[config.mk]
export PLATFORM = sky130hd
export DESIGN_NAME = avr_core
export DESIGN_NICKNAME = d
export VERILOG_FILES = /design/src/source/avr_core_pkg.sv /design/src/source/avr_isa_pkg.sv /design/src/source/avr_alu.sv /design/src/source/avr_core.sv /design/src/source/avr_decode.sv /design/src/source/avr_pc.sv /design/src/source/avr_regs.sv
export SDC_FILE = /design/constraint.sdc
export NUM_CORES = 1
export LEC_CHECK = 0
export BUFFER_PORTS_ARGS = -buffer_cell sky130_fd_sc_hd__buf_2
export CORE_AREA = 2 2 170 339
export DETAILED_ROUTE_END_ITERATION = 6
export DIE_AREA = 0 0 172 341
export GPL_TIMING_DRIVEN = 0
export PLACE_DENSITY = 0.45
export REMOVE_ABC_BUFFERS = 1
export SYNTH_ARGS = -nofsm -noshare
export SYNTH_HDL_FRONTEND = slang
export SYNTH_SLANG_ARGS = --single-unit
[constraint.sdc]
create_clock -name clk -period 9.4 [get_ports clk]
set_clock_uncertainty 0.2 [all_clocks]
set_input_delay 0 -clock clk [delete_from_list [all_inputs] [get_ports clk]]
set_output_delay 0 -clock clk [all_outputs]
set_load 0.01 [all_outputs]
[src/source/avr_core_pkg.sv]
// Datapath widths of the core
// Status register layout and its reset value

package avr_core_pkg;

	typedef logic [7:0] data_t;      // Register and I/O byte
	typedef logic [4:0] reg_addr_t;  // Register file index
	typedef logic [5:0] io_addr_t;   // I/O space address
	typedef logic [15:0] insn_t;     // Program word

	// Status register, bit 7 down to bit 0
	typedef struct packed {
		logic i;  // Reads 0, interrupts not present
		logic t;  // Reads 0, BLD/BST not present
		logic h;  // Half carry
		logic s;  // Sign, n ^ v
		logic v;  // Two's complement overflow
		logic n;  // Negative
		logic z;  // Zero
		logic c;  // Carry or borrow
	} sreg_t;

	// IN from this address returns the status register
	localparam io_addr_t sreg_io_addr = 6'h3f;

	localparam sreg_t sreg_reset = '0;

endpackage

[src/source/avr_isa_pkg.sv]
// Operation and ALU function enums
// Decoded instruction struct and opcode patterns of the kept instructions

package avr_isa_pkg;
	import avr_core_pkg::*;

	typedef enum logic [4:0] {
		op_nop, op_ldi, op_add, op_adc, op_sub, op_sbc, op_and, op_or, op_eor,
		op_mov, op_cp, op_cpc, op_subi, op_andi, op_ori, op_in, op_out,
		op_rjmp, op_brbs, op_brbc
	} op_e;

	typedef enum logic [2:0] {
		alu_add, alu_adc, alu_sub, alu_sbc, alu_and, alu_or, alu_eor, alu_pass
	} alu_op_e;

	typedef logic signed [11:0] rel_off_t;  // Word offset

	typedef struct packed {
		op_e       op;
		alu_op_e   alu_op;
		reg_addr_t rd;
		reg_addr_t rr;
		data_t     imm;
		logic      use_imm;        // Second operand is imm
		logic      reg_we;
		logic      flag_we;
		io_addr_t  io_addr;
		rel_off_t  rel_offset;
		logic [2:0] branch_bit;    // Status bit tested
		logic      branch_if_set;
	} decoded_t;

	// Two-register forms, matched on insn[15:10]
	localparam logic [5:0] opc_add  = 6'b000011;
	localparam logic [5:0] opc_adc  = 6'b000111;
	localparam logic [5:0] opc_sub  = 6'b000110;
	localparam logic [5:0] opc_sbc  = 6'b000010;
	localparam logic [5:0] opc_and  = 6'b001000;
	localparam logic [5:0] opc_eor  = 6'b001001;
	localparam logic [5:0] opc_or   = 6'b001010;
	localparam logic [5:0] opc_mov  = 6'b001011;
	localparam logic [5:0] opc_cp   = 6'b000101;
	localparam logic [5:0] opc_cpc  = 6'b000001;
	// Branches, also insn[15:10]
	localparam logic [5:0] opc_brbs = 6'b111100;
	localparam logic [5:0] opc_brbc = 6'b111101;
	// Immediate forms and RJMP on insn[15:12]
	localparam logic [3:0] opc_ldi  = 4'b1110;
	localparam logic [3:0] opc_subi = 4'b0101;
	localparam logic [3:0] opc_andi = 4'b0111;
	localparam logic [3:0] opc_ori  = 4'b0110;
	localparam logic [3:0] opc_rjmp = 4'b1100;
	// I/O on insn[15:11]
	localparam logic [4:0] opc_in   = 5'b10110;
	localparam logic [4:0] opc_out  = 5'b10111;

endpackage

[src/source/avr_alu.sv]
// ALU with AVR flag rules and the status register
// Result source select and the I/O read/write strobes

`timescale 1ns/100ps

module avr_alu import avr_core_pkg::*, avr_isa_pkg::*;
(
	input  logic     clk,
	input  logic     rst,
	input  decoded_t dec,
	input  data_t    rd_data,
	input  data_t    rr_data,
	input  data_t    io_in,
	output data_t    result,
	output sreg_t    sreg,
	output logic     io_we,
	output logic     io_re
);

	data_t a;
	data_t b;
	data_t res;
	logic cin;
	logic [8:0] sum;
	logic [8:0] diff;
	sreg_t sreg_next;

	assign a = rd_data;
	assign b = dec.use_imm ? dec.imm : rr_data;

	// Carry in only for ADC, SBC and CPC
	assign cin = (dec.alu_op == alu_adc || dec.alu_op == alu_sbc) && sreg.c;
	assign sum = {1'b0, a} + {1'b0, b} + 9'(cin);
	assign diff = {1'b0, a} - {1'b0, b} - 9'(cin);  // Bit 8 is the borrow

	always_comb
	begin
		sreg_next = sreg;
		res = b;  // Pass for MOV and LDI
		case (dec.alu_op)
			alu_add, alu_adc:
			begin
				res = sum[7:0];
				sreg_next.c = sum[8];
				sreg_next.h = (a[3] & b[3]) | (b[3] & ~res[3]) | (~res[3] & a[3]);
				sreg_next.v = (a[7] & b[7] & ~res[7]) | (~a[7] & ~b[7] & res[7]);
			end
			alu_sub, alu_sbc:
			begin
				res = diff[7:0];
				sreg_next.c = diff[8];
				sreg_next.h = (~a[3] & b[3]) | (b[3] & res[3]) | (res[3] & ~a[3]);
				sreg_next.v = (a[7] & ~b[7] & ~res[7]) | (~a[7] & b[7] & res[7]);
			end
			alu_and: res = a & b;
			alu_or:  res = a | b;
			alu_eor: res = a ^ b;
			default: res = b;
		endcase
		if (dec.alu_op inside {alu_and, alu_or, alu_eor})
			sreg_next.v = 1'b0;
		// SBC and CPC can only keep Z, never set it
		sreg_next.z = (res == '0) && (dec.alu_op != alu_sbc || sreg.z);
		sreg_next.n = res[7];
		sreg_next.s = sreg_next.n ^ sreg_next.v;
		sreg_next.i = 1'b0;
		sreg_next.t = 1'b0;
	end

	always_comb
	begin
		if (dec.op == op_in)
			result = (dec.io_addr == sreg_io_addr) ? data_t'(sreg) : io_in;
		else
			result = res;
	end

	always_ff @(posedge clk)
	begin
		if (rst)
			sreg <= sreg_reset;
		else if (dec.flag_we)
			sreg <= sreg_next;
	end

	// Status register reads stay inside the core
	assign io_we = !rst && dec.op == op_out;
	assign io_re = !rst && dec.op == op_in && dec.io_addr != sreg_io_addr;

endmodule

[src/source/avr_core.sv]
// Top level of the single-cycle core
// Decode, register file, ALU and program counter

`timescale 1ns/100ps

module avr_core import avr_core_pkg::*, avr_isa_pkg::*;
#(
	parameter int pc_width = 11
)
(
	input  logic                clk,
	input  logic                rst,
	output logic [pc_width-1:0] pgm_addr,
	input  insn_t               pgm_data,
	output io_addr_t            io_addr,
	output data_t               io_out,
	output logic                io_we,
	input  data_t               io_in,
	output logic                io_re
);

	decoded_t dec;
	data_t rd_data;
	data_t rr_data;
	data_t result;
	sreg_t sreg;

	avr_decode decode_i (
		.insn(pgm_data),
		.dec (dec)
	);

	avr_regs regs_i (
		.clk    (clk),
		.dec    (dec),
		.wdata  (result),
		.rd_data(rd_data),
		.rr_data(rr_data)
	);

	avr_alu alu_i (
		.clk    (clk),
		.rst    (rst),
		.dec    (dec),
		.rd_data(rd_data),
		.rr_data(rr_data),
		.io_in  (io_in),
		.result (result),
		.sreg   (sreg),
		.io_we  (io_we),
		.io_re  (io_re)
	);

	avr_pc #(.pc_width(pc_width)) pc_i (
		.clk (clk),
		.rst (rst),
		.dec (dec),
		.sreg(sreg),
		.pc  (pgm_addr)
	);

	assign io_addr = dec.io_addr;
	assign io_out = rd_data;  // OUT source register sits in the rd field

endmodule

[src/source/avr_decode.sv]
// Instruction decoder
// Maps a program word onto the decoded_t control struct

`timescale 1ns/100ps

module avr_decode import avr_core_pkg::*, avr_isa_pkg::*;
(
	input  insn_t    insn,
	output decoded_t dec
);

	op_e op;

	always_comb
	begin
		if (insn[15:12] == opc_ldi) op = op_ldi;
		else if (insn[15:12] == opc_subi) op = op_subi;
		else if (insn[15:12] == opc_andi) op = op_andi;
		else if (insn[15:12] == opc_ori) op = op_ori;
		else if (insn[15:12] == opc_rjmp) op = op_rjmp;
		else if (insn[15:11] == opc_in) op = op_in;
		else if (insn[15:11] == opc_out) op = op_out;
		else if (insn[15:10] == opc_add) op = op_add;
		else if (insn[15:10] == opc_adc) op = op_adc;
		else if (insn[15:10] == opc_sub) op = op_sub;
		else if (insn[15:10] == opc_sbc) op = op_sbc;
		else if (insn[15:10] == opc_and) op = op_and;
		else if (insn[15:10] == opc_or) op = op_or;
		else if (insn[15:10] == opc_eor) op = op_eor;
		else if (insn[15:10] == opc_mov) op = op_mov;
		else if (insn[15:10] == opc_cp) op = op_cp;
		else if (insn[15:10] == opc_cpc) op = op_cpc;
		else if (insn[15:10] == opc_brbs) op = op_brbs;
		else if (insn[15:10] == opc_brbc) op = op_brbc;
		else op = op_nop;  // Unkept words just advance the PC
	end

	always_comb
	begin
		dec.op = op;
		case (op)
			op_add:                 dec.alu_op = alu_add;
			op_adc:                 dec.alu_op = alu_adc;
			op_sub, op_subi, op_cp: dec.alu_op = alu_sub;
			op_sbc, op_cpc:         dec.alu_op = alu_sbc;
			op_and, op_andi:        dec.alu_op = alu_and;
			op_or, op_ori:          dec.alu_op = alu_or;
			op_eor:                 dec.alu_op = alu_eor;
			default:                dec.alu_op = alu_pass;  // MOV and LDI
		endcase

		dec.use_imm = op inside {op_ldi, op_subi, op_andi, op_ori};
		dec.reg_we = op inside {op_ldi, op_add, op_adc, op_sub, op_sbc, op_and, op_or,
			op_eor, op_mov, op_subi, op_andi, op_ori, op_in};
		dec.flag_we = op inside {op_add, op_adc, op_sub, op_sbc, op_and, op_or, op_eor,
			op_cp, op_cpc, op_subi, op_andi, op_ori};

		// Immediate forms only reach r16..r31
		dec.rd = dec.use_imm ? {1'b1, insn[7:4]} : insn[8:4];
		dec.rr = {insn[9], insn[3:0]};
		dec.imm = {insn[11:8], insn[3:0]};
		dec.io_addr = {insn[10:9], insn[3:0]};

		if (op == op_rjmp)
			dec.rel_offset = insn[11:0];
		else
			dec.rel_offset = {{5{insn[9]}}, insn[9:3]};  // 7-bit branch offset
		dec.branch_bit = insn[2:0];
		dec.branch_if_set = (op == op_brbs);
	end

endmodule

[src/source/avr_pc.sv]
// Program counter
// Increment, RJMP and conditional branch on one status bit

`timescale 1ns/100ps

module avr_pc import avr_core_pkg::*, avr_isa_pkg::*;
#(
	parameter int pc_width = 11
)
(
	input  logic                clk,
	input  logic                rst,
	input  decoded_t            dec,
	input  sreg_t               sreg,
	output logic [pc_width-1:0] pc
);

	logic [pc_width-1:0] pc_inc;
	logic [pc_width-1:0] target;
	data_t flags;
	logic taken;

	assign pc_inc = pc + pc_width'(1);
	assign target = pc_inc + pc_width'($signed(dec.rel_offset));  // Wraps mod 2**pc_width

	assign flags = sreg;  // Bits 6 and 7 are always 0
	assign taken = (dec.op == op_brbs || dec.op == op_brbc)
		&& flags[dec.branch_bit] == dec.branch_if_set;

	always_ff @(posedge clk)
	begin
		if (rst)
			pc <= '0;
		else if (dec.op == op_rjmp || taken)
			pc <= target;
		else
			pc <= pc_inc;
	end

endmodule

[src/source/avr_regs.sv]
// General purpose register file, r0..r31
// Two asynchronous read ports, one synchronous write port

`timescale 1ns/100ps

module avr_regs import avr_core_pkg::*, avr_isa_pkg::*;
(
	input  logic     clk,
	input  decoded_t dec,
	input  data_t    wdata,
	output data_t    rd_data,
	output data_t    rr_data
);

	data_t regs [32];

	always_ff @(posedge clk)
	begin
		if (dec.reg_we)
			regs[dec.rd] <= wdata;
	end

	// Reads see the old value during a write cycle
	assign rd_data = regs[dec.rd];
	assign rr_data = regs[dec.rr];

endmodule

==> results.txt <==
setup repair bufs after CTS - 0
vias in the first global route - 10.9k
Slew headroom - 0.0925
Synth Register Bits - 273
mapped cell area - 15,500 um^2
IO Count - 53
RSZ-0062 raised after global routing - no
Sw Share - 0.315
Critical Path Start - pgm_data[10]
total core area - 56,000 um^2
Power Density - 198 nW/um^2
Nets - 1,245
DRT iter0 DRCs - 713
Leakage - 5.94 nW
Clk pwr share - 0.308
# setup viols final - 0
GRT Util Overall - 0.184
Data required, critical path - 9.47 ns
TritonRoute pass-1 iters - 5
Syn-to-layout area delta - 13.2%
CTS max path bufs - 3
GPL Wtd Cong - 0.878
Seq. cell area - 8030 um^2
Yosys warning count - 0
sequential power share - 0.427
Starting Density - 0.278
register area share after synthesis - 0.516
status - complete, no violations
most frequent cells in the layout - edfxtp_1, mux4_2, nor2_1
Clock Pin Slew Worst Setup and Hold Paths - 0.07 ns
drc violations - 0
Finished Core Util - 0.314
Placed Area - 16,700 um^2
Die W - 172 um
final HPWL from detailed placement - 38.9 mm
ys flop type - edfxtp_1
worst flop-to-flop path startpoint - regs_i.regs[7][4]$_DFFE_PP_
final period utilization - 0.711
Num CTS Buffers - 25
final wirelength - 53.8 mm
crit path kind - input port to flip-flop
clk_lat worst skew - 0.55 ns
hold_sp - io_in[4]
min Tclk post-route - 6.68 ns
Unique masters post-synth - 76
WHS - 0.0154 ns
worst min-delay path class - input port to flip-flop
Total Neg Setup Slack - 0 ns
Final Cell Area - 17,600 um^2
CTS tree - built
initial antenna violation count - 1
routed len/inst - 27.7 um
cts hold-fix bufs - 5
Startpoint Class - input port
share of cells above drive strength 1 - 0.210
Setup WS post-layout - 2.72 ns
asr flop ratio synth - 0
Post-synth EDFFs - 256
Worst-Margin Slew - 1.36 ns
Gate Count Post-Synth - 1,148
CP max FO - 32
final hold violations - 0
DIE HEIGHT - 341 um
max cap viols - 0
GRT overflow - 0
most common cell after layout, fill and taps aside - edfxtp_1
routed vias/inst - 5.35
combinational power share - 0.265
Psw - 0.00110 W
via count - 10.4k
Max Slew Vio Count - 0
Max Clock Freq - 150 MHz
CP endpoint kind - flip-flop
Die ar. - 58,700 um^2
area of the multi-input gates - 7040 um^2
number of cell rows - 123
Worst Path Arrival - 6.75 ns
antenna-violating nets left - 0
Post-CTS Resized - 0
H-tree depth - 1
Internal Power - 0.00239 W
Max VDD drop - 0.000118 V
number of port buffers - 52
pre-CTS setup slack - 2.33 ns
clock root buffer - clkbuf_16
Clock Sinks - 273
maximum number of pins on one net before global-route repair - 63
Fill cells - 5,645
first-pass GRT wire length - 76.5 mm
Avg Inst Size Synth - 13.5 um^2
==> power by group through the flow <==
stage / Sequential (W) / Combinational [W] / Clock [W]
6_report: 0.00149 / 0.000923 / 0.00107
4_1_cts: 0.00149 / 0.000931 / 0.00109
3_5_place_dp: 0.00152 / 0.000926 / 0
3_3_place_gp: 0.00154 / 0.000847 / 0
5_1_grt: 0.00149 / 0.000990 / 0.00113
2_1_floorplan: 0.00152 / 0.000505 / 0
==> path summary, 6_finish.rpt <==
kind	end	cells after the start	slack, ns
worst min register to register	alu_i.sreg[5]$_SDFFE_PP0P_	2	0.34
worst min-delay path	regs_i.regs[24][4]$_DFFE_PP_	5	0.02
worst max-delay path	regs_i.regs[4][4]$_DFFE_PP_	23	2.72
worst max register to register	regs_i.regs[7][5]$_DFFE_PP_	20	4.10
==> per-layer routing <==
| metal | track usage | part of all wire |
|---|---|---|
| met5 | 0 | 0 |
| met4 | 0.129 | 0.083 |
| met3 | 0.0153 | 0.030 |
| met2 | 0.360 | 0.57 |
| met1 | 0.174 | 0.32 |
==> layout make-up <==
| type | instances | area share |
|---|---|---|
| Clock inverter | 14 | 0.0100 |
| Inverter | 59 | 0.0126 |
| Timing Repair Buffer | 67 | 0.0310 |
| Multi-Input combinational cell | 746 | 0.400 |
| Tap cell | 750 | 0.0533 |
| Clock buffer | 29 | 0.0364 |
| Antenna cell | 1 | 0.000142 |
| Sequential cell | 273 | 0.456 |
==> synthesized netlist by cell type (4+ instances only) <==
library cell | instances | area share
mux2_2 | 13 | 0.0094
and3_1 | 10 | 0.0040
clkbuf_1 | 32 | 0.0077
a211oi_1 | 13 | 0.0063
fa_1 | 5 | 0.0064
nor2_1 | 90 | 0.022
o221ai_1 | 23 | 0.013
buf_2 | 14 | 0.0045
ha_1 | 42 | 0.034
nor2b_1 | 13 | 0.0052
a21o_1 | 6 | 0.0029
o22ai_1 | 23 | 0.0093
nor3_1 | 6 | 0.0019
buf_4 | 15 | 0.0072
a22oi_1 | 10 | 0.0048
a22o_1 | 4 | 0.0023
a2111oi_0 | 5 | 0.0028
xor2_1 | 8 | 0.0045
a21oi_1 | 60 | 0.019
nand3_1 | 24 | 0.0077
nand2_1 | 57 | 0.014
a21boi_0 | 6 | 0.0029
xnor2_1 | 23 | 0.013
edfxtp_1 | 256 | 0.49
o22a_1 | 8 | 0.0045
o21ai_0 | 41 | 0.013
inv_1 | 58 | 0.014
mux4_2 | 109 | 0.16
dfxtp_1 | 17 | 0.022
buf_1 | 8 | 0.0019
mux2i_1 | 60 | 0.039
o211ai_1 | 5 | 0.0024
nand2b_1 | 14 | 0.0056
==> stage by stage <==
stage                     instances  total power, W
after floorplan                1078         0.00203
after global placement         1880         0.00238
after detailed placement       1890         0.00244
after CTS                      1938         0.00351
after global routing           1938         0.00361
final                          1939         0.00349
==> worst max-delay path, stage by stage <==
cell and delay, ns:
buf_2 0.30, nor2b_1 0.30, xor2_1 0.10, o2bb2ai_1 0.13, mux2i_1 0.29, inv_1 0.11, ha_1 0.26, or3_1 0.38
a32o_2 0.29, a21oi_4 0.50, nand2_1 0.34, o22ai_1 0.52, a221oi_1 0.14, and3_1 0.31, fa_1 0.50, fa_1 0.46
nand2b_1 0.10, a21oi_1 0.10, xnor2_1 0.15, o21ai_0 0.10, o32ai_1 0.98, a21oi_4 0.13, buf_12 0.21
==> sequential cells by signal, summed over array words and instances, names as in the netlist <==
name	count
regs_i.regs	256
pc_i.pc	11
alu_i.sreg	6
==> logic make-up (layout without fill, tap and decap cells) <==
family                     Yosys count  after routing  synth area share
buffers and inverters              129            169            0.0364
xor gates and xnor gates            31             31            0.0175
AOI/OAI and AO/OA                  246            246             0.111
and+or+nand+nor                    239            239            0.0721
DFF                                273            273             0.516
muxes                              183            183             0.207
other                                0              1                 0
adders and majority gates           47             47            0.0402
Power figures use the tool's default switching activity.
